==> src/common/tinker_pkg.sv <==
// Tinker core shared definitions

package tinker_pkg;

    // ------------------------------------------------------------
    // Widths and sizes
    // ------------------------------------------------------------
    localparam int xlen        = 64;
    localparam int num_regs    = 32;
    localparam int instr_bytes = 4;    // Fetch step
    localparam int word_bytes  = 8;    // Load/store size

    typedef logic [xlen-1:0] word_t;
    typedef logic [31:0]     addr_t;   // Byte address
    typedef logic [31:0]     instr_t;
    typedef logic [4:0]      reg_idx_t;
    typedef logic [11:0]     imm_t;    // Literal field L

    // ------------------------------------------------------------
    // Opcodes of the integer ISA
    // ------------------------------------------------------------
    typedef enum logic [4:0] {
        op_and    = 5'h00,
        op_or     = 5'h01,
        op_xor    = 5'h02,
        op_not    = 5'h03,
        op_shftr  = 5'h04,
        op_shftri = 5'h05,
        op_shftl  = 5'h06,
        op_shftli = 5'h07,
        op_br     = 5'h08,
        op_brr    = 5'h09,    // Register offset
        op_brri   = 5'h0a,    // Literal offset
        op_brnz   = 5'h0b,
        op_halt   = 5'h0f,
        op_load   = 5'h10,
        op_mov    = 5'h11,
        op_movi   = 5'h12,    // Low 12 bits only
        op_store  = 5'h13,
        op_add    = 5'h18,
        op_addi   = 5'h19,
        op_sub    = 5'h1a,
        op_subi   = 5'h1b,
        op_mul    = 5'h1c
    } opcode_t;

    // Sequencer states for one instruction pass
    typedef enum logic [2:0] {
        st_fetch     = 3'd0,
        st_decode    = 3'd1,
        st_execute   = 3'd2,
        st_memory    = 3'd3,
        st_writeback = 3'd4,
        st_halt      = 3'd5
    } state_t;

    // What an instruction does when it retires
    typedef enum logic [2:0] {
        cls_alu    = 3'd0,
        cls_load   = 3'd1,
        cls_store  = 3'd2,
        cls_branch = 3'd3,
        cls_halt   = 3'd4,
        cls_none   = 3'd5
    } op_class_t;

endpackage

==> src/verilog/decode_unit.sv <==
// Instruction field decode
`timescale 1ns/1ps

module decode_unit (
    input  tinker_pkg::instr_t    instr,
    output tinker_pkg::opcode_t   opcode,
    output tinker_pkg::reg_idx_t  rd,
    output tinker_pkg::reg_idx_t  raddr_a,
    output tinker_pkg::reg_idx_t  raddr_b,
    output tinker_pkg::imm_t      imm,
    output tinker_pkg::op_class_t op_class
);
    import tinker_pkg::*;

    reg_idx_t rs;
    reg_idx_t rt;

    assign opcode = opcode_t'(instr[31:27]);
    assign rd     = instr[26:22];
    assign rs     = instr[21:17];
    assign rt     = instr[16:12];
    assign imm    = instr[11:0];

    // Register read routing
    always_comb begin
        raddr_a = rs;
        raddr_b = rt;
        case (opcode)
            op_addi, op_subi, op_shftri, op_shftli, op_movi:
                raddr_a = rd;    // Literal forms work on rd in place
            op_br, op_brr:
                raddr_a = rd;
            op_brnz, op_store: begin
                raddr_a = rd;    // Target or base address
                raddr_b = rs;    // Condition or store data
            end
            default: ;
        endcase
    end

    always_comb begin
        case (opcode)
            op_and, op_or, op_xor, op_not,
            op_shftr, op_shftri, op_shftl, op_shftli,
            op_mov, op_movi,
            op_add, op_addi, op_sub, op_subi, op_mul:  op_class = cls_alu;
            op_load:                                   op_class = cls_load;
            op_store:                                  op_class = cls_store;
            op_br, op_brr, op_brri, op_brnz:           op_class = cls_branch;
            op_halt:                                   op_class = cls_halt;
            default:                                   op_class = cls_none;  // Retires as nop
        endcase
    end

endmodule

==> config.mk <==
export PLATFORM = sky130hd
export DESIGN_NAME = decode_unit
export DESIGN_NICKNAME = d
export VERILOG_FILES = /design/src/common/tinker_pkg.sv /design/src/verilog/decode_unit.sv
export SDC_FILE = /design/constraint.sdc
export NUM_CORES = 1
export LEC_CHECK = 0
export BUFFER_PORTS_ARGS = -buffer_cell sky130_fd_sc_hd__clkbuf_2
export CAP_MARGIN = 10
export CORE_MARGIN = 10
export CORE_UTILIZATION = 28
export DETAILED_ROUTE_END_ITERATION = 7
export PLACE_DENSITY_LB_ADDON = 0.1
export SLEW_MARGIN = 20
export SYNTH_ARGS = -nofsm -noshare
export SYNTH_HDL_FRONTEND = slang
export SYNTH_SLANG_ARGS = --single-unit
==> constraint.sdc <==
create_clock -name vclk -period 1.3
set_input_delay 0.13 -clock vclk [all_inputs]
set_output_delay 0.13 -clock vclk [all_outputs]
set_load 0.01 [all_outputs]
* Word-level counts from Yosys, hierarchy flattened
Memory sizes are Yosys's and may differ from the RTL's.
Cells that the tools add are included.
** Operators by class
- Magnitude comparators :: 0
- Equal/unequal tests :: 9
- $add $sub $neg :: 0
- Multiply operators :: 0
- Bitwise gates (word level) :: 0
- Reductions and logical operators :: 2
- Divide/modulo/power cells :: 0
- Shifts and indexed selects :: 0
- Multiplexer cells :: 2
** Operators by type and width (count)
- $eq A5 B5 Y1 const B :: 4
- $eq A5 B4 Y1 const B :: 3
- $eq A5 B3 Y1 const B :: 2
- $mux W5 :: 2
- $reduce_or A9 Y1 :: 1
- $reduce_or A2 Y1 :: 1
** Storage, ports and cells
- Bits in writable memories :: 0
- Output and inout bits :: 35
- Bits in registers :: 0
- Bits in latches :: 0
- Memories kept :: 1
- Logic and storage cells :: 14
- Bits in read-only memories :: 96
- Bits of input ports :: 32
** Memory list
- (no name shown) :: words 32, bits a word 3, read ports 1, clocked after Yosys merged registers in 0, wr ports 0, line decode_unit.sv:42 : case (opcode)

* Logic depth before layout (Yosys ltp)
- Depth in word-level cells :: 3
- Depth in mapped cells :: 4

* Worst setup path before layout
Ideal clock, no wire load.
- Kind :: input-to-output
- Start :: input instr[30]
- End :: output raddr_a[0]
- Slack :: -0.076 ns
- Cell stages on the path :: 4
- Required time :: 1.170 ns
- Arrival :: 1.246 ns
- Path through :: clkbuf_2 -> and3b_1 -> nor4_4 -> mux2_2
** Between the ends
- Cells in the longest elaborated chain, start to end :: 3
- Elaborated cells between the ends (all ways) :: 11
- Those cells by class :: eq/ne: 9; mux: 1; reduce/logical: 1
** Ends and longest elaborated chain
- start, declared :: line decode_unit.sv:5 : input tinker_pkg::instr_t instr,
- $eq A5 B4 Y1, or another cell as far along :: line decode_unit.sv:28 : case (opcode)
- $reduce_or A9 Y1 (no line) (*)
- $mux W5 (*) :: line decode_unit.sv:28
- end, declared :: line decode_unit.sv:8 : output tinker_pkg::reg_idx_t raddr_a,
Mark *: on every way between the ends. The rest lies on a longest branch, timed or not.

* Worst setup path in the final report
- Start :: input instr[28]
- End :: output raddr_a[3]
The elaborated chain is that of the path after synthesis.

==> results.md <==
* Hold Vio Cnt, Final at 0
* Syn Area/Cell at approximately 8.3 sq um
* GRT Overall Usage at 7.10%
* Worst path slowest cell: mux2_4
* DRC Markers at 0
* Ratio of cells with drive above 1 in the final layout at 87.2%
* VDD IR-drop max at 187 uV
* Chip height at 60.3 um
* # IOs at 67
* Die area at ~3600 sq um
* Worst path bufs/invs at 3
* Total Wirelength at about 1600 um
* Post-layout util at 52.1%
* Share of the synthesized area in the top cell type at between 30% and 40%
* Worst slack, placed at -237 ps
* First-pass GRT wire length at between 2000 and 2500 um
* CP Class: in -> out
* Outcome: finished with violations
* Fin. max-slew vios at 0
* Starting Density at roughly 30%
* GRT overflow at 0
* Setup ws final at -170 ps
* Number of global-route vias before repair at 515
* Mapped Area at between 400 and 500 sq um
* Vias post-DR at about 490
* RSZ-0062 raised after global routing: true
* Relative slew slack at between 70 and 80%
* Setup violations, final at 10
* DR pass1 iterations at 4
* Critical Path Start Type: primary input
* Delay-heaviest family, CP: simple AND/OR/NAND/NOR gates
* Worst Tran Pin Value at roughly 360 ps
* Largest area contributor in the netlist: buf_4
* Post-cts hold buffer count at 0
* Synth warnings at 0
* Multi-input combinational cell area at 335 sq um
* Synth top area cells: buf_4, mux2_2, mux2_1
* Seq/Total Area, Yosys at 0%
* Sequential cells at 0
* Final HPWL DP at roughly 1400 um
* Crit-path max cell delay at slightly above 300 ps
* PwrDens at between 300 and 400 nW/um^2
* Hold path cells at 0
* Core area at roughly 1500 sq um
* DR iter-0 viols at 2
* Crit path DAT at roughly 1300 ps
* Failing checks: setup timing
* CP Max Fanout at 5
* Area growth, synth to finish at 74.2%
* Worst path depth at 6
* Max-cap violation count at 0
* Storage cell area at 0 sq um
* Cell count after synthesis at 55
* Rows at 14
* Die width at just over 60 um
* Post-DR wirelength/cell at 15.8 um
* Fin crit period at 1470 ps
* IO Port Bufs at 43
* Leakage at 0.433 nW
* Pin count of the biggest net entering global routing at 8
* CP endpoint kind: output port
* Worst hold path class: in -> out
* Nets at between 100 and 150
* Most frequent cells in the layout: clkbuf_2, buf_6, mux2_4
* Initial antenna violation count at 0
* Fill cells at 137
* DR vias/cell at 4.81
* RD Place Congestion at between 0.6 and 0.7
* Max Clk Rate at 680 MHz
* Most Frequent Cell on Critical Path: buf_6
* Commonest non-fill, non-tap cell in the layout: clkbuf_2
* Tcrit/Tclk final at 113%
* Worst path required time at around 1200 ps
* # diodes at 0
* Crit-path cells: buf_6, and4bb_2, nor4_4, buf_6, mux2_4, buf_6
* Yosys cell types at 23
* Clock buffers at 0
* Antenna-violating nets left at 0
* Mapped Nets at 87
-- routing by layer --
layer | global-route usage (%) | vias to the layer above | wire [um]
met2 | 11.0 | 43 | 681
met1 | 7.73 | 212 | 581
li1 | - | 234 | -
met5 | 0 | - | 0
met3 | 5.85 | 2 | 346
met4 | 0.321 | 0 | 5
-- cell usage after synthesis (all sizes together) --
master  instances
nor3b           1
a211oi          1
nand2           2
a21o            1
nor4b           1
o21ai           1
and4bb          1
a221oi          1
nor4            1
mux2           10
inv             2
or3             1
xnor2           1
nor3            1
a21oi           1
nor2            1
nor4bb          1
clkbuf          1
nand3b          1
buf            24
and3b           1
-- area by class of cell --
class / instances / area share, %
Timing Repair Buffer: 56 / 54.3
Tap cell: 16 / 2.52
Multi-Input combinational cell: 28 / 42.3
Inverter: 2 / 0.946
-- final timing paths --
kind                      start          to  slack (ps)
worst max-delay path  instr[28]  raddr_a[3]        -170
worst min-delay path  instr[10]     imm[10]         260
-- cells by family after synthesis --
family	synth area share, %
buffers and inverters	41.8
and+or+nand+nor	24.2
muxes	24.7
AOI/OAI and AO/OA	7.42
xor gates and xnor gates	1.92
-- power breakdown --
group / switching (W) / total [W] / internal (W)
clock network: 0 / 0 / 0
logic: 0.000119 / 0.000309 / 0.000190
registers: 0 / 0 / 0
total: 0.000119 / 0.000309 / 0.000190
-- per-stage QoR --
step                      setup TNS [ps]  power, W  hold slack [ps]  cell area (sq um)  cells
after CTS                          -1720  0.000223              260                597     97
after global routing               -1660  0.000333              260                793    102
after detailed placement           -1820  0.000214              260                568     97
after global placement             -1860  0.000214              260                568     97
after floorplan                     -356  0.000166              352                455     55
final                              -1180  0.000309              260                793    102
-- timing repair --
action	4_1_cts	5_1_grt
buffers inserted	0	5
endpoints found under the setup margin	10	11
resized for setup	6	49
pin swaps	1	5
No activity file was read; power rests on OpenSTA's default activity.
