## src/common/tinker_pkg.sv

```systemverilog
// Tinker core shared definitions

package tinker_pkg;

    // ------------------------------------------------------------
    // Widths and sizes
    // ------------------------------------------------------------
    localparam int xlen        = 64;
    localparam int num_regs    = 32;
    localparam int instr_bytes = 4;    // Fetch step
    localparam int word_bytes  = 8;    // Load/store size

    typedef logic [xlen-1:0] word_t;
    typedef logic [31:0]     addr_t;   // Byte address
    typedef logic [31:0]     instr_t;
    typedef logic [4:0]      reg_idx_t;
    typedef logic [11:0]     imm_t;    // Literal field L

    // ------------------------------------------------------------
    // Opcodes of the integer ISA
    // ------------------------------------------------------------
    typedef enum logic [4:0] {
        op_and    = 5'h00,
        op_or     = 5'h01,
        op_xor    = 5'h02,
        op_not    = 5'h03,
        op_shftr  = 5'h04,
        op_shftri = 5'h05,
        op_shftl  = 5'h06,
        op_shftli = 5'h07,
        op_br     = 5'h08,
        op_brr    = 5'h09,    // Register offset
        op_brri   = 5'h0a,    // Literal offset
        op_brnz   = 5'h0b,
        op_halt   = 5'h0f,
        op_load   = 5'h10,
        op_mov    = 5'h11,
        op_movi   = 5'h12,    // Low 12 bits only
        op_store  = 5'h13,
        op_add    = 5'h18,
        op_addi   = 5'h19,
        op_sub    = 5'h1a,
        op_subi   = 5'h1b,
        op_mul    = 5'h1c
    } opcode_t;

    // Sequencer states for one instruction pass
    typedef enum logic [2:0] {
        st_fetch     = 3'd0,
        st_decode    = 3'd1,
        st_execute   = 3'd2,
        st_memory    = 3'd3,
        st_writeback = 3'd4,
        st_halt      = 3'd5
    } state_t;

    // What an instruction does when it retires
    typedef enum logic [2:0] {
        cls_alu    = 3'd0,
        cls_load   = 3'd1,
        cls_store  = 3'd2,
        cls_branch = 3'd3,
        cls_halt   = 3'd4,
        cls_none   = 3'd5
    } op_class_t;

endpackage

```

## src/execute/commit_unit.sv

```systemverilog
// Memory access and register writeback control
`timescale 1ns/1ps

module commit_unit (
    input  tinker_pkg::state_t    state,
    input  tinker_pkg::op_class_t op_class,
    input  tinker_pkg::reg_idx_t  rd,
    input  tinker_pkg::word_t     op_a,
    input  tinker_pkg::word_t     op_b,
    input  tinker_pkg::imm_t      imm,
    input  tinker_pkg::word_t     alu_result,
    input  tinker_pkg::word_t     load_data,
    output tinker_pkg::addr_t     mem_addr,
    output logic                  store_en,
    output tinker_pkg::word_t     store_data,
    output logic                  wb_en,
    output tinker_pkg::reg_idx_t  wb_reg,
    output tinker_pkg::word_t     wb_data
);
    import tinker_pkg::*;

    addr_t imm_off;

    // ------------------------------------------------------------
    // Effective address shared by load and store
    // ------------------------------------------------------------
    assign imm_off  = {{($bits(addr_t)-$bits(imm_t)){imm[$bits(imm_t)-1]}}, imm};
    assign mem_addr = op_a[$bits(addr_t)-1:0] + imm_off;

    assign store_en   = (state == st_memory) && (op_class == cls_store);
    assign store_data = op_b;   // r[rs]

    // Register writeback
    assign wb_en   = (state == st_writeback) &&
                     ((op_class == cls_alu) || (op_class == cls_load));
    assign wb_reg  = rd;
    assign wb_data = (op_class == cls_load) ? load_data : alu_result;

endmodule

```

## config.mk

```make
export PLATFORM = sky130hd
export DESIGN_NAME = commit_unit
export DESIGN_NICKNAME = d
export VERILOG_FILES = /design/src/common/tinker_pkg.sv /design/src/execute/commit_unit.sv
export SDC_FILE = /design/constraint.sdc
export NUM_CORES = 1
export LEC_CHECK = 0
export BUFFER_PORTS_ARGS = -buffer_cell sky130_fd_sc_hd__buf_2
export CORE_AREA = 2 2 175 177
export DETAILED_ROUTE_END_ITERATION = 16
export DIE_AREA = 0 0 177 179
export PLACE_DENSITY = 0.41
export SLEW_MARGIN = 20
export SYNTH_ARGS = -nofsm -noshare
export SYNTH_HDL_FRONTEND = slang
export SYNTH_SLANG_ARGS = --single-unit
```

## constraint.sdc

```tcl
create_clock -name vclk -period 2.4
set_clock_uncertainty 0.15 [all_clocks]
set_input_delay 0.12 -clock vclk [all_inputs]
set_output_delay 0.12 -clock vclk [all_outputs]
set_load 0.005 [all_outputs]
```

* Word-level counts from Yosys, hierarchy flattened
Cells that the tools add are included.
W data, S select, Z words.
** Operators by class
- Add/sub/neg operators :: 1
- Multiply operators :: 0
- Divide/modulo/power cells :: 0
- $lt $le $gt $ge :: 0
- Equal/unequal tests :: 4
- Shifts and indexed selects :: 0
- Mux-type cells :: 1
- Bitwise logic cells :: 0
- Reduce and logical (&&, ||, !) cells :: 4
** Operators with widths (number)
- $mux W64 :: 1
- $add A32 B32 Y32 :: 1
- $eq A3 B2 Y1 const B :: 2
- $eq A3 B1 Y1 const B :: 1
- $eq A3 B3 Y1 const B :: 1
- $logic_not A3 Y1 :: 1
- $logic_and A1 B1 Y1 :: 2
- $logic_or A1 B1 Y1 :: 1
** Word-level totals
- Register bits after elaboration :: 0
- Bits in latches :: 0
- Bits in writable memories :: 0
- Bits in read-only memories :: 0
- Bits of input ports :: 279
- Output and inout port bits :: 167
- Logic and storage cells :: 10
- Memories :: 0

* Longest topological paths before layout
- Word-level depth :: 3
- Mapped depth :: 9
- Mapped depth without buffers :: 9

* Worst setup path after synthesis
No wires, ideal clock.
- Path kind :: input-to-output
- Start point :: input port op_a[0]
- End point :: output port mem_addr[28]
- Data arrival time :: 1.963 ns
- Data required time :: 2.130 ns
- Slack :: 0.167 ns
- Stages on the path :: 9
- Path buffers :: 0
- Cells stage by stage :: ha_1 -> fa_1 -> a21o_1 -> a31oi_1 -> o21ai_2 -> a31oi_4 -> o21ai_1 -> a22o_1 -> xor2_1
** Between the ends
- Longest elaborated chain between the ends :: 1
** Ends and longest elaborated chain
- start: declaration :: line commit_unit.sv:8 : input tinker_pkg::word_t op_a,
- $add A32 B32 Y32 :: line commit_unit.sv:28 : assign mem_addr = op_a[$bits(addr_t)-1:0] + imm_off;
- end: declaration :: line commit_unit.sv:13 : output tinker_pkg::addr_t mem_addr,
Every way passes these cells.

* Final worst setup path
- Start point :: input port imm[0]
- End point :: output port mem_addr[24]
** Between the ends
- Longest elaborated chain between the ends :: 1
** Ends and longest elaborated chain
- start: declaration :: line commit_unit.sv:10 : input tinker_pkg::imm_t imm,
- $add A32 B32 Y32 :: line commit_unit.sv:28
Every way passes these cells.

==> results.toml <==
[sta]
tightest_slew_ns = 0.451
finalHoldViolCount = 0
fin_tns_setup_ns = -0.328
rsz0062_at_grt = "true"
drv_slew = 0
post-route-period-util_pct = 104
worst_slack_ns = -0.0873
timing.fmax_ghz = 0.402
slew_headroom_pct = 69.9
finalSetupViolations = 8
min_period_ns = 2.49

[yosys]
yosysWarnings = 0
synthCells = 381
syn_area_um2 = 3050
synth.avg_cell_area_um2 = 8.02
synth_compound_area_share_pct = 21.7
synth_nets = 692
yosysUniqueCellTypes = 57
seq_area_frac_synth_pct = 0
synth_xor_area_share_pct = 8.89
synth-simple-area-share_pct = 12.5
synth_fa_ha_area_share_pct = 13.4
synth_top_family_by_area = "multiplexers"
synthMuxAreaShare_pct = 23.6

[final_layout]
mostFrequentLayoutCells = "272 x buf_2, 95 x buf_4, 64 x mux2_2, 24 x nand2_1"
layout.nets = 986
final_common_cell = "buf_2"
n_fill_cell = 3433
antenna_cells = 0
seq_cells = 0
design_area_um2 = 5550
drive_above_1_share_pct = 75.8
nClkBuffers = 0
stdcell_count = 1069
area_growth_syn_to_layout_pct = 81.6
final-seq-area_um2 = 0

[status]
failed_checks = "setup timing"
outcome = "finished with violations"

[critical_path]
arrival_ns = 2.22
cp_cell_sequence = "buf_6 -> ha_4 -> fa_2 -> a21o_1 -> a31oi_4 -> buf_4 -> buf_6 -> o31a_1 -> nor3_2 -> o221ai_2 -> nand2_1 -> xor2_1 -> buf_2"
cp_max_fo = 3
cpPeakStageDelay_ns = 0.35
cp-start-kind = "input port"
criticalPathCategory = "in -> out"
cp_top_family = "compound AO/OA/AOI/OAI gates"
worst-path-buf-inv = 4
cpMaxStageDelayCell = "fa_2"
crit_path_frequent_cell = "buf_6"
cp-end-kind = "output port"
crit_required_ns = 2.13

[placement]
place_congestion = 0.776
io_buffer_count = 276
dp_slack_ns = -0.327
dpl.cell_count = 1058
detailed_place_hpwl_um = 14300
placed_area_um2 = 5040

[grt]
gr-usage-all-layers_pct = 8.82
grt_pass1_vias = 3579
overflow = 0
antenna_found_initial = 5
grt_max_degree = 65
grt_pass1_wl_um = 21200

[power_and_ir_drop]
power.density_nw_per_um2 = 254
p_leak_nw = 2.60
ir_drop_v = 0.000119

[detailed_routing]
wire_per_inst_um = 15.0
first_pass_iters = 4
drtAntennaViolNets = 0
drcViolationCount = 0
drt_wl_total_um = 16100
vias_per_cell = 3.63
vias = 3877
initialDrtViolationCount = 104

[floorplanning]
io_pins = 446
fp-row-count = 64
initial_core_util_pct = 10.2
core_area_um2 = 30000
die-height_um = 179
die_w_um = 177
dieArea_um2 = 31700

[clock_network]
ctsHoldBuffers = 0

[worst_hold_path]
hp-class = "in -> out"

[run]
drv_cap = 0
## final cells by class
| class | instances | area (µm²) | share of cell area, % |
|---|---|---|---|
| Inverter | 4 | 15.0 | 0.271 |
| Timing Repair Buffer | 377 | 2200 | 39.7 |
| Multi-Input combinational cell | 292 | 2830 | 51.1 |
| Tap cell | 396 | 495 | 8.93 |
## cells by family (layout without fill, tap and decap cells)
family                   after synthesis  in the layout
buffers and inverters                 89            381
AO/OA/AOI/OAI                         90             90
adder cells (fa/ha/maj)               32             32
XOR/XNOR                              31             31
multiplexers                          64             64
AND/OR/NAND/NOR                       75             75
## stage by stage
stage	power (mW)	utilization [%]	hold WS, ns
after global routing	1.54	18.5	0.0900
final	1.41	18.5	0.0900
after detailed placement	1.25	16.8	0.0900
after CTS	1.34	17.7	0.0900
after floorplan	0.658	-	0.123
after global placement	1.26	16.8	0.0900
## Yosys cell counts, drive strengths merged (3+ instances only)
cell,count,area (µm²)
xor2,12,105
buf,81,579
xnor2,19,166
mux2,64,721
inv,4,15.0
ha,31,388
o211ai,5,47.5
nor3,3,20.0
a31oi,8,71.3
nand3,10,55.1
a211oi,4,47.5
o21ai,17,96.3
nand2,25,93.8
nor2,15,58.8
a21o,9,67.6
a21oi,29,156
nand4,7,50.1
nor3b,3,22.5
clkbuf,4,16.3
## final timing paths
path,depth (start not counted),startpoint,endpoint
max,13,imm[0],mem_addr[24]
min,0,op_b[1],store_data[1]
## where the power goes
part,switching [mW],total [mW],internal [mW]
sequential,0,0,0
combinational,0.644,1.41,0.762
clock,0,0,0
## metal layers
layer / track usage [%] / vias to the layer above / wire, µm
met5: 0 / - / 13
met4: 1.21 / 2 / 232
met3: 3.05 / 26 / 1820
met2: 13.3 / 177 / 7110
met1: 12.3 / 1753 / 6870
li1: - / 1919 / -
## timing repair
action	CTS	global route
pin swaps	28	19
setup buffers	5	6
setup endpoints to repair	19	19
resized for setup	45	33
Note: power is estimated with default switching activity, not from simulation.
