$ cat src/common/tinker_pkg.sv
// Tinker core shared definitions

package tinker_pkg;

    // ------------------------------------------------------------
    // Widths and sizes
    // ------------------------------------------------------------
    localparam int xlen        = 64;
    localparam int num_regs    = 32;
    localparam int instr_bytes = 4;    // Fetch step
    localparam int word_bytes  = 8;    // Load/store size

    typedef logic [xlen-1:0] word_t;
    typedef logic [31:0]     addr_t;   // Byte address
    typedef logic [31:0]     instr_t;
    typedef logic [4:0]      reg_idx_t;
    typedef logic [11:0]     imm_t;    // Literal field L

    // ------------------------------------------------------------
    // Opcodes of the integer ISA
    // ------------------------------------------------------------
    typedef enum logic [4:0] {
        op_and    = 5'h00,
        op_or     = 5'h01,
        op_xor    = 5'h02,
        op_not    = 5'h03,
        op_shftr  = 5'h04,
        op_shftri = 5'h05,
        op_shftl  = 5'h06,
        op_shftli = 5'h07,
        op_br     = 5'h08,
        op_brr    = 5'h09,    // Register offset
        op_brri   = 5'h0a,    // Literal offset
        op_brnz   = 5'h0b,
        op_halt   = 5'h0f,
        op_load   = 5'h10,
        op_mov    = 5'h11,
        op_movi   = 5'h12,    // Low 12 bits only
        op_store  = 5'h13,
        op_add    = 5'h18,
        op_addi   = 5'h19,
        op_sub    = 5'h1a,
        op_subi   = 5'h1b,
        op_mul    = 5'h1c
    } opcode_t;

    // Sequencer states for one instruction pass
    typedef enum logic [2:0] {
        st_fetch     = 3'd0,
        st_decode    = 3'd1,
        st_execute   = 3'd2,
        st_memory    = 3'd3,
        st_writeback = 3'd4,
        st_halt      = 3'd5
    } state_t;

    // What an instruction does when it retires
    typedef enum logic [2:0] {
        cls_alu    = 3'd0,
        cls_load   = 3'd1,
        cls_store  = 3'd2,
        cls_branch = 3'd3,
        cls_halt   = 3'd4,
        cls_none   = 3'd5
    } op_class_t;

endpackage

$ cat src/verilog/sequencer.sv
// Core state machine and program counter
`timescale 1ns/1ps

module sequencer #(
    parameter tinker_pkg::addr_t RESET_PC = 32'h2000
) (
    input  logic                  clk,
    input  logic                  reset,
    input  tinker_pkg::instr_t    fetch_word,
    input  tinker_pkg::op_class_t op_class,
    input  tinker_pkg::addr_t     next_pc,
    output tinker_pkg::state_t    state,
    output tinker_pkg::addr_t     pc,
    output tinker_pkg::instr_t    instr,
    output logic                  hlt
);
    import tinker_pkg::*;

    state_t state_nxt;

    always_comb begin
        case (state)
            st_fetch:     state_nxt = st_decode;
            st_decode:    state_nxt = (op_class == cls_halt) ? st_halt : st_execute;
            st_execute:   state_nxt = st_memory;
            st_memory:    state_nxt = st_writeback;
            st_writeback: state_nxt = st_fetch;
            default:      state_nxt = st_halt;   // Halt is sticky
        endcase
    end

    always_ff @(posedge clk or posedge reset) begin
        if (reset) begin
            state <= st_fetch;
            pc    <= RESET_PC;
        end else begin
            state <= state_nxt;
            if (state == st_writeback)
                pc <= next_pc;   // One step per instruction
        end
    end

    // Instruction word held from fetch through writeback
    always_ff @(posedge clk) begin
        if (state == st_fetch)
            instr <= fetch_word;
    end

    assign hlt = (state == st_halt);

endmodule

$ cat config.mk
export PLATFORM = sky130hd
export DESIGN_NAME = sequencer
export DESIGN_NICKNAME = d
export VERILOG_FILES = /design/src/common/tinker_pkg.sv /design/src/verilog/sequencer.sv
export SDC_FILE = /design/constraint.sdc
export NUM_CORES = 1
export LEC_CHECK = 0
export BUFFER_PORTS_ARGS = -buffer_cell sky130_fd_sc_hd__buf_2
export CAP_MARGIN = 10
export CORE_UTILIZATION = 46
export CTS_CLUSTER_SIZE = 20
export DETAILED_ROUTE_END_ITERATION = 8
export PLACE_DENSITY_LB_ADDON = 0.2
export SLEW_MARGIN = 30
export SYNTH_ARGS = -nofsm -noshare
export SYNTH_HDL_FRONTEND = slang
export SYNTH_SLANG_ARGS = --single-unit
$ cat constraint.sdc
create_clock -name clk -period 5.2 [get_ports clk]
set_clock_uncertainty 0.2 [all_clocks]
set_input_delay 0.78 -clock clk [delete_from_list [all_inputs] [get_ports clk]]
set_output_delay 0.78 -clock clk [all_outputs]
set_load 0.01 [all_outputs]
== After elaboration in Yosys (flattened, before gate mapping) ==
Cells that the tools add are included.
Word-level totals
  register bits: 67
  word-level logic and storage cells: 12
Operators by class
  equal/unequal tests: 6
  mux-type cells: 2
  reductions and logical operators: 1
Operators by type and width (count)
  3-bit one-hot mux with 5 select lines: 1
  3-bit equality test (second input constant): 3
  3-bit by 2-bit equality test with 1-bit output (second input constant): 2
  3-bit by 1-bit equality test with 1-bit output (second input constant): 1
  3-bit zero test: 1
  3-bit 2-to-1 mux: 1

== Longest topological paths before layout ==
  depth in word-level cells: 3
  mapped depth: 4
  depth with buffers taken out: 2

== Least setup slack after synthesis ==
OpenSTA, ideal clock, no wires.
  path type: reg-to-reg
  start point: register state[1]
  end point: register instr[0] (enable)
  arrival: 2822 ps
  slack: 1717 ps
  stages on the path, launching flop included: 3
  buffers on the path: 1
  path through: dfrtp_1 > buf_2 > nor3_1
On the way
  word-level cells in the longest chain between the ends: 1
Ends and longest elaborated chain
  from (decl): RTL line sequencer.sv:12  | output tinker_pkg::state_t state,
  from (signal assigned): RTL line sequencer.sv:34  | state <= st_fetch;
  from (signal assigned): RTL line sequencer.sv:37  | state <= state_nxt;
  3-bit zero test: RTL line sequencer.sv:45  | if (state == st_fetch)
  to (signal assigned): RTL line sequencer.sv:46  | instr <= fetch_word;
  to (decl): RTL line sequencer.sv:14  | output tinker_pkg::instr_t instr,
No other way between the ends.
A chain may end at the register's enable or synchronous reset.

== Final worst setup path ==
  start point: register state[2]
  end point: output hlt
On the way
  word-level cells in the longest chain between the ends: 1
Ends and longest elaborated chain
  3-bit equality test: RTL line sequencer.sv:49  | assign hlt = (state == st_halt);
  to (decl): RTL line sequencer.sv:15  | output logic hlt
No other way between the ends.

==> results.md <==
* Status: complete, no violations
* Adder-cell share of the synthesized area at 0%
* Aggregate global routing overflow at 0
* Worst vdd ir at roughly 170 uV
* Top Layer Used: met4
* WL/cell at 13.1 um
* Cells resized by post-CTS repair at 0
* Worst hold slack at about 0.30 ns
* CP startpoint kind: flop
* Post-Synth Simple-Gate Area at 2.94%
* Routed met3 length at 434 um
* Die Area at approximately 5400 sq um
* Gate power share at 3.1%
* Antenna violations before repair at 0
* Post-synth top area cell: edfxtp_1
* First-pass GRT wire length at approximately 6500 um
* I/O Pins at 137
* Gr usage total at 16.9%
* Nets at 332
* Synth top area share at roughly 41%
* Number of synthesized register bits at 67
* Post-CTS Setup Inserts at 0
* Worst Setup End Kind: output port
* Cell internal pwr at between 0.8 and 0.9 mW
* Antenna cells at 0
* Fillcell total at 384
* Pleak at 1.68 nW
* Clk pwr share at slightly above 40%
* Sw frac at 18.4%
* Worst Max-Slew Pin Slew at roughly 0.44 ns
* Unique cell type count in the Yosys netlist at 16
* Critical path's slowest cell: dfrtp_1
* Rel. slew slack at 70.5%
* Worst path required time at 4.22 ns
* Area growth syn-to-layout at 40.3%
* Drc violations at 0
* Placed cell area at 3090 sq um
* Final HPWL DP at between 3000 and 4000 um
* First-pass iteration count of the detailed router at 4
* Mapped Nets at 186
* Hold Vio Cnt, Final at 0
* Routed wl met2 at 2110 um
* Top delay family on crit path: flip-flops
* Starting DRC count in detailed routing at 40
* DRT Wirelength at 4400 um
* Syn Area/Cell at 20.0 sq um
* Vias at 1,532
* Main combinational cell family by area after synthesis: multiplexers
* RSZ-0062 raised after global routing: no
* Cells after DPL at 319
* Final Cycle Share at between 40% and 50%
* Most frequent cells in the layout: 136 x buf_2, 34 x dfrtp_1, 32 x mux2_2, 32 x edfxtp_1, 10 x clkbuf_8
* Synth Area in XOR/XNOR at 0%
* Cells after Synth at 117
* Final Max Slew Viols at 0
* Maximum fanout along the worst path at 8
* Rows at 25
* CTS Buf Count at 9
* H-tree Lvls at 3
* Design Area, Final at around 3300 sq um
* Worst hold path type: reg -> reg
* Fin Setup TNS at 0 ns
* Mapped cell area at around 2300 sq um
* Critical path arrival at 1.23 ns
* Die width at between 70 and 80 um
* DP Worst Slack at 3.32 ns
* Hold-fix buffers, CTS at 0
* Crit path time final at roughly 2.2 ns
* Syn. warnings at 0
* Worst path buffer plus inverter count at 2
* Switching pwr at 0.182 mW
* Final instance count without filler cells at 335
* DRT met1 WL at 1710 um
* Synth Area in Compound Gates at 1.02%
* CP cell instances: inv_1 -> nor3b_1 -> buf_2
* Commonest non-fill, non-tap cell in the layout: buf_2
* Vias in the first global route at approximately 1.5k
* Chip Height at approximately 73 um
* Sequential-to-total area share from yosys stat at 78.6%
* CP max stage delay at 0.47 ns
* Clk_lat worst skew at about 0.32 ns
* Largest net degree at the start of global routing at 36
* Setup CP Type: reg -> out
* Layout cells sized above 1 at 69.8%
* Post-synthesis mux area share at between 15 and 20%
* CTS Sinks at 67
* CTS tree: built
* Clk pin slew, worst setup/hold paths at 0.07 ns
* Synth area leaders: edfxtp_1 41%, dfrtp_1 36%, mux2_2 15%, buf_6 1.4%, dfstp_2 1.1%
* Worst Slack Setup Final at 2.99 ns
* Bufs on Longest Clock Path at 2
* Core area at just under 5000 sq um
* GP Congestion at about 0.74
* Reg power frac at 56.2%
* Starting Density at 48.5%
* Max Freq at 0.453 GHz
* # port buffers at 136
* # setup viols final at 0
* Antenna violation net count after detailed routing at 0
* Max-Cap Viols at 0
* Power Dens Cells at 302 nW/um^2
* Mean number of vias per cell at 4.57
* CTS Root Cell: clkbuf_8
flip-flops by register name, indices dropped and copies added, names as in the netlist:
| signal | flops |
|---|---|
| state | 3 |
| instr | 32 |
| pc | 32 |
final timing paths:
kind,startpoint,end,slack (ns),cells after the start
worst max register to register,state[1]$_DFF_PP0_,pc[26]$_DFFE_PP0N_,3.38,3
worst min register to register,pc[25]$_DFFE_PP0N_,pc[25]$_DFFE_PP0N_,0.30,1
min in group asynchronous,reset,pc[3]$_DFFE_PP0N_,0.36,3
worst min-delay path,pc[25]$_DFFE_PP0N_,pc[25]$_DFFE_PP0N_,0.30,1
max in group asynchronous,reset,pc[13]$_DFFE_PP1N_,4.10,3
worst max-delay path,state[2]$_DFF_PP0_,hlt,2.99,3
through the flow:
step | util (%) | power (mW)
floorplan | - | 0.571
global placement | 64.2 | 0.597
detailed placement | 64.2 | 0.598
CTS | 68.1 | 1.01
global route | 68.1 | 1.03
finish | 68.1 | 0.990
cell families (layout without fill, tap and decap cells):
logic type      count (synthesis)  in the layout
compound gates                  4              4
mux                            32             32
flops                          67             67
simple gates                    8              8
buf+inv                         6            157
cell type report:
type | instances | area, sq um | area share [%]
clock buffers | 13 | 149 | 4.54
clock inverters | 3 | 38.8 | 1.18
inverters | 2 | 7.51 | 0.229
multi-input cells | 44 | 458 | 14.0
flip-flops and latches | 67 | 1840 | 56.1
well taps | 67 | 83.8 | 2.56
repair buffers | 139 | 703 | 21.5
per-layer routing:
metal | track usage [%] | up-vias
met2 | 27.3 | 90
li1 | - | 722
met3 | 6.45 | 13
met4 | 12.6 | 0
met1 | 17.9 | 707
met5 | 0 | -
cell usage after synthesis:
| cell type | number |
|---|---|
| nor3_1 | 1 |
| buf_6 | 3 |
| buf_2 | 1 |
| a31oi_1 | 1 |
| or3b_2 | 1 |
| dfstp_2 | 1 |
| edfxtp_1 | 32 |
| a21oi_1 | 2 |
| nor2_1 | 1 |
| nor3b_4 | 1 |
| or4b_1 | 1 |
| nor3b_1 | 3 |
| a21o_1 | 1 |
| mux2_2 | 32 |
| inv_1 | 2 |
| dfrtp_1 | 34 |
power by group through the flow:
| stage | Combinational, mW | Sequential [mW] | Clock (mW) |
|---|---|---|---|
| after floorplan | 0.00490 | 0.567 | 0 |
| after global placement | 0.0302 | 0.566 | 0 |
| after detailed placement | 0.0311 | 0.566 | 0 |
| after CTS | 0.0312 | 0.556 | 0.419 |
| after global routing | 0.0345 | 0.555 | 0.437 |
| final | 0.0305 | 0.556 | 0.403 |
Note: power is estimated with default switching activity, not from simulation.
