## src/common/tinker_pkg.sv

```systemverilog
// Tinker core shared definitions

package tinker_pkg;

    // ------------------------------------------------------------
    // Widths and sizes
    // ------------------------------------------------------------
    localparam int xlen        = 64;
    localparam int num_regs    = 32;
    localparam int instr_bytes = 4;    // Fetch step
    localparam int word_bytes  = 8;    // Load/store size

    typedef logic [xlen-1:0] word_t;
    typedef logic [31:0]     addr_t;   // Byte address
    typedef logic [31:0]     instr_t;
    typedef logic [4:0]      reg_idx_t;
    typedef logic [11:0]     imm_t;    // Literal field L

    // ------------------------------------------------------------
    // Opcodes of the integer ISA
    // ------------------------------------------------------------
    typedef enum logic [4:0] {
        op_and    = 5'h00,
        op_or     = 5'h01,
        op_xor    = 5'h02,
        op_not    = 5'h03,
        op_shftr  = 5'h04,
        op_shftri = 5'h05,
        op_shftl  = 5'h06,
        op_shftli = 5'h07,
        op_br     = 5'h08,
        op_brr    = 5'h09,    // Register offset
        op_brri   = 5'h0a,    // Literal offset
        op_brnz   = 5'h0b,
        op_halt   = 5'h0f,
        op_load   = 5'h10,
        op_mov    = 5'h11,
        op_movi   = 5'h12,    // Low 12 bits only
        op_store  = 5'h13,
        op_add    = 5'h18,
        op_addi   = 5'h19,
        op_sub    = 5'h1a,
        op_subi   = 5'h1b,
        op_mul    = 5'h1c
    } opcode_t;

    // Sequencer states for one instruction pass
    typedef enum logic [2:0] {
        st_fetch     = 3'd0,
        st_decode    = 3'd1,
        st_execute   = 3'd2,
        st_memory    = 3'd3,
        st_writeback = 3'd4,
        st_halt      = 3'd5
    } state_t;

    // What an instruction does when it retires
    typedef enum logic [2:0] {
        cls_alu    = 3'd0,
        cls_load   = 3'd1,
        cls_store  = 3'd2,
        cls_branch = 3'd3,
        cls_halt   = 3'd4,
        cls_none   = 3'd5
    } op_class_t;

endpackage

```

## src/verilog/register_file.sv

```systemverilog
// 32 x 64-bit register file
`timescale 1ns/1ps

module register_file (
    input  logic                 clk,
    input  logic                 reset,
    input  logic                 we,
    input  tinker_pkg::reg_idx_t waddr,
    input  tinker_pkg::word_t    wdata,
    input  tinker_pkg::reg_idx_t raddr_a,
    input  tinker_pkg::reg_idx_t raddr_b,
    output tinker_pkg::word_t    rdata_a,
    output tinker_pkg::word_t    rdata_b
);
    import tinker_pkg::*;

    word_t regs [num_regs];

    // Single write port landing on the edge that ends writeback
    always_ff @(posedge clk or posedge reset) begin
        if (reset) begin
            for (int i = 0; i < num_regs; i++)
                regs[i] <= '0;
        end else if (we) begin
            regs[waddr] <= wdata;
        end
    end

    assign rdata_a = regs[raddr_a];   // Combinational reads
    assign rdata_b = regs[raddr_b];

    waddr_known: assert property (@(posedge clk) disable iff (reset)
        we |-> !$isunknown(waddr));

endmodule

```

## config.mk

```make
export PLATFORM = sky130hd
export DESIGN_NAME = register_file
export DESIGN_NICKNAME = d
export VERILOG_FILES = /design/src/common/tinker_pkg.sv /design/src/verilog/register_file.sv
export SDC_FILE = /design/constraint.sdc
export NUM_CORES = 2
export LEC_CHECK = 0
export BUFFER_PORTS_ARGS = -buffer_cell sky130_fd_sc_hd__buf_4
export CAP_MARGIN = 10
export CELL_PAD_IN_SITES_DETAIL_PLACEMENT = 1
export CELL_PAD_IN_SITES_GLOBAL_PLACEMENT = 2
export CORE_MARGIN = 2
export CORE_UTILIZATION = 42
export CTS_CLUSTER_SIZE = 20
export DETAILED_ROUTE_END_ITERATION = 7
export PLACE_DENSITY_LB_ADDON = 0.15
export SLEW_MARGIN = 25
export SYNTH_ARGS = -nofsm -noshare
export SYNTH_HDL_FRONTEND = slang
export SYNTH_SLANG_ARGS = --single-unit
```

## constraint.sdc

```tcl
create_clock -name clk -period 65.1 [get_ports clk]
set_clock_uncertainty 0.2 [all_clocks]
set_input_delay 3.255 -clock clk [delete_from_list [all_inputs] [get_ports clk]]
set_output_delay 3.255 -clock clk [all_outputs]
set_load 0.005 [all_outputs]
```

==> Word-level counts from Yosys, hierarchy flattened <==
Cells that the tools add are included.
{ "totals": {"in_bits": 82, "output_inout_bits": 128, "word_cells": 49, "regBits": 2048} }
{ "classes": {"magnitude_cmp": 4, "n_mux": 9, "n_reduce_logical": 1, "bitwise": 3} }
{ "ops": {"columns": ["cell", "count"], "rows": [
  ["$bwmux W2048", 1],
  ["$bmux W64 S5", 2],
  ["$demux W64 S5", 1],
  ["$mux W64", 5],
  ["$ge A6 B6 Y1 const B", 3],
  ["$not A5 Y6", 3],
  ["$lt A6 B1 Y1 const B", 1],
  ["$logic_and A1 B1 Y1", 1]
]} }

==> Depth between registers and ports, before layout <==
{ "depth": {"depth_word": 6, "ltp_mapped": 9, "ltp_nobuf": 4} }

==> Least setup slack after synthesis <==
No wires, ideal clock.
{ "synth_path": {"path_type": "input to output", "start": "in raddr_b[0]", "end": "out rdata_b[21]", "n_path_buf": 4, "setup_slack_ns": 56.907, "arrival_ns": 4.738, "cell_stages": 7, "t_required_ns": 61.645, "path_cell_list": "buf_2 -> buf_6 -> buf_2 -> buf_4 -> mux4_2 -> a22oi_1 -> nand4_1"} }
{ "synth_between": {"elab_chain_cells": 4} }
{ "synth_lines": {"columns": ["element", "line", "rtl"], "rows": [
  ["start, declared", "register_file.sv:11", "input tinker_pkg::reg_idx_t raddr_b,"],
  ["$not A5 Y6 (not written as such)", "register_file.sv:30", "assign rdata_b = regs[raddr_b];"],
  ["$bmux W64 S5", "register_file.sv:30", null],
  ["$mux W64 (not written as such) (2 in series)", "register_file.sv:30", null],
  ["end, declared", "register_file.sv:13", "output tinker_pkg::word_t rdata_b"]
]} }
Every way passes these cells. The select of a mux whose other input is x is not followed.

==> Worst setup path after layout <==
{ "layout_path": {"start": "in raddr_b[0]", "end": "out rdata_b[26]"} }
The elaborated chain is that of the path after synthesis.

==> results.json <==
{
  "htree_levels": 4,
  "whs_ps": 306,
  "cts_tree": "yes",
  "grt_max_degree": 176,
  "cts.clk_slew.worst_paths_ps": 60,
  "gp_congestion": 0.840,
  "relSlewSlack_pct": 20.6,
  "vias": 74700,
  "cap_violations": 0,
  "synth_fp_nets": 7755,
  "antenna_found_initial": 37,
  "critPathLaunchType": "input pin",
  "reg.largest.list": "regs x2048",
  "critPathKind": "in -> out",
  "min_to": "regs[1115]$_DFFE_PP0P_",
  "ant_nets": 0,
  "rsz0062_at_grt": "no",
  "r2r-start": "regs[2038]$_DFFE_PP0P_",
  "grt_overflow": 0,
  "cts_made_buffers": 237,
  "grt_pass1_wl_um": 639000,
  "worst-r2r-cell-count": 1,
  "syn_area_per_cell_um2": 14.2,
  "std_cell_rows": 186,
  "power_density_nw_per_um2": 32.0,
  "n_fill_cell": 25000,
  "die_x_um": 513,
  "critPathArrivalTime_ps": 7910,
  "grt_pass1_vias": 78300,
  "outcome": "finished clean",
  "rr_endpoint": "regs[2038]$_DFFE_PP0P_",
  "worstMarginPinSlew_ps": 1180,
  "fmax_mhz": 88.0,
  "synthToLayoutAreaGrowth_pct": 11.3,
  "wl_um": 455000,
  "design.core.area_um2": 257000,
  "first_pass_iters": 6,
  "start_util_pct": 42.3,
  "synth_cell_types": 50,
  "finalMaxSlewViolations": 0,
  "drt_iter0_drc": 7258,
  "ys.warnings.count": 0,
  "critPathMaxFanout": 51,
  "syn_area_um2": 109000,
  "clk_latency_ps": 900,
  "cts.path.max_buffers": 4,
  "nets": 7620,
  "syn_inst": 7673,
  "io_buffer_count": 209,
  "post-cts-setup-buffers": 0,
  "wire_per_inst_um": 41.0,
  "synth_edf_count": 0,
  "grt_use_total_pct": 34.3,
  "ir_worst_vdd_uv": 23.1,
  "ys_seq_elements": 2048,
  "ys.flop_type": "dfrtp_1",
  "ys_seq_area_share_pct": 47.1,
  "dp_hpwl_um": 260000,
  "ff2ff_setup_slack_ps": 64050,
  "dp_slack_ps": 53720,
  "cts_resized": 0,
  "required_ps": 61640,
  "holdPathStages": 1,
  "final_cell_mix": "dfrtp_1 (2048), mux2_2 (1931), mux2i_1 (861)",
  "cts_hold_buffers": 0,
  "dieArea_um2": 263000,
  "drc": 0,
  "drive_gt1_share_pct": 44.3,
  "io_pins": 210,
  "layout_commonest_cell": "dfrtp_1",
  "regMostFlops": "regs",
  "root_buffer": "clkbuf_16",
  "finalHoldViolations": 0,
  "ys_async_sr_fraction_pct": 100,
  "setup_ws_ps": 53730,
  "end_kind": "output pin",
  "leakagePower_nw": 53.6,
  "period_needed_ps": 11370,
  "die_h_um": 513,
  "min_from": "regs[1115]$_DFFE_PP0P_",
  "final-setup-viol-count": 0,
  "cts.sinks": 2048,
  "finalCritPeriodShare_pct": 17.5,
  "vias_per_cell": 6.72,
  "finalSetupTns_ps": 0,
  "hp-class": "reg -> reg",
  "largest_register_ffs": 2048
}
synth_stat cells, types with 2 or more instances:
| cell type | n | area, um^2 |
|---|---|---|
| nor3b_2 | 7 | 87.6 |
| a211o_1 | 2 | 17.5 |
| o22ai_1 | 12 | 75.1 |
| buf_1 | 24 | 90.1 |
| and3_1 | 8 | 50.1 |
| mux2i_1 | 861 | 8620 |
| dfrtp_1 | 2048 | 51200 |
| mux4_2 | 598 | 13500 |
| buf_4 | 83 | 623 |
| a221o_1 | 7 | 70.1 |
| mux2_2 | 1931 | 21700 |
| nor2_1 | 29 | 109 |
| nor3_1 | 12 | 60.1 |
| nand4_1 | 103 | 644 |
| nand3b_2 | 2 | 22.5 |
| a31oi_1 | 32 | 200 |
| a22o_1 | 28 | 245 |
| a22oi_1 | 577 | 4330 |
| or2_2 | 5 | 31.3 |
| inv_1 | 3 | 11.3 |
| nor2b_1 | 34 | 213 |
| a21oi_1 | 69 | 345 |
| a32oi_1 | 8 | 70.1 |
| nand3_1 | 210 | 1050 |
| buf_2 | 365 | 1830 |
| o32ai_1 | 9 | 78.8 |
| clkbuf_1 | 323 | 1210 |
| nand3b_1 | 4 | 30.0 |
| and3b_1 | 4 | 35.0 |
| nand2_1 | 96 | 360 |
| nor2_4 | 9 | 101 |
| buf_6 | 4 | 45.0 |
| nor2_2 | 8 | 50.1 |
| mux2_1 | 119 | 1340 |
| and2_1 | 16 | 100 |
| nand2b_1 | 9 | 56.3 |
power breakdown:
group          internal (W)  total (W)  switching (W)
logic              0.000423   0.000777       0.000353
clock network      0.000809    0.00138       0.000567
registers           0.00152    0.00172       0.000199
total               0.00276    0.00387        0.00112
metrics by stage:
step,instances,utilization (%),power [W],area (um^2)
2_1_floorplan,7673,-,0.00224,109000
3_3_place_gp,10700,43.9,0.00247,113000
3_5_place_dp,10700,43.9,0.00251,113000
4_1_cts,11100,47.0,0.00388,121000
5_1_grt,11100,47.1,0.00402,121000
6_report,11100,47.1,0.00387,121000
cells by family after synthesis:
family | Yosys count | share of synthesized area, %
and+or+nand+nor | 565 | 2.82
DFF | 2048 | 47.1
muxes | 3509 | 41.5
buffers and inverters | 804 | 3.51
AOI/OAI and AO/OA | 747 | 5.02
cell type report:
type                            count  area (um^2)  area share, %
Multi-Input combinational cell   4821        54100           44.7
Sequential cell                  2048        51200           42.4
Clock buffer                      354         7060           5.84
Tap cell                         3384         4230           3.50
Timing Repair Buffer              427         3530           2.91
Clock inverter                     62          790          0.652
Antenna cell                       12         30.0         0.0248
Inverter                            3         18.8         0.0155
layer usage:
metal	GRT usage [%]	vias to the layer above	share of wire, %
met3	6.27	891	6.5
met4	14.5	32	4.8
met2	54.0	2870	46
met5	0	-	0.043
met1	46.4	41700	42
li1	-	29300	-
worst max-delay path by stage:
stage,startpoint,end,slack [ps]
2_1_floorplan,reset,regs[0]$_DFFE_PP0P_,3800
4_1_cts,raddr_b[0],rdata_b[26],53700
3_3_place_gp,raddr_b[0],rdata_b[26],53730
5_1_grt,raddr_b[0],rdata_b[26],53570
3_5_place_dp,raddr_b[0],rdata_b[26],53720
6_report,raddr_b[0],rdata_b[26],53730
critical path, stage by stage:
cell and delay [ps]:
buf_8 540, buf_4 690, buf_4 770, and2_4 720, buf_4 760, a22oi_1 160
nand3_1 130, nand4_1 400, buf_4 300
(Power assumes the default switching activity.)
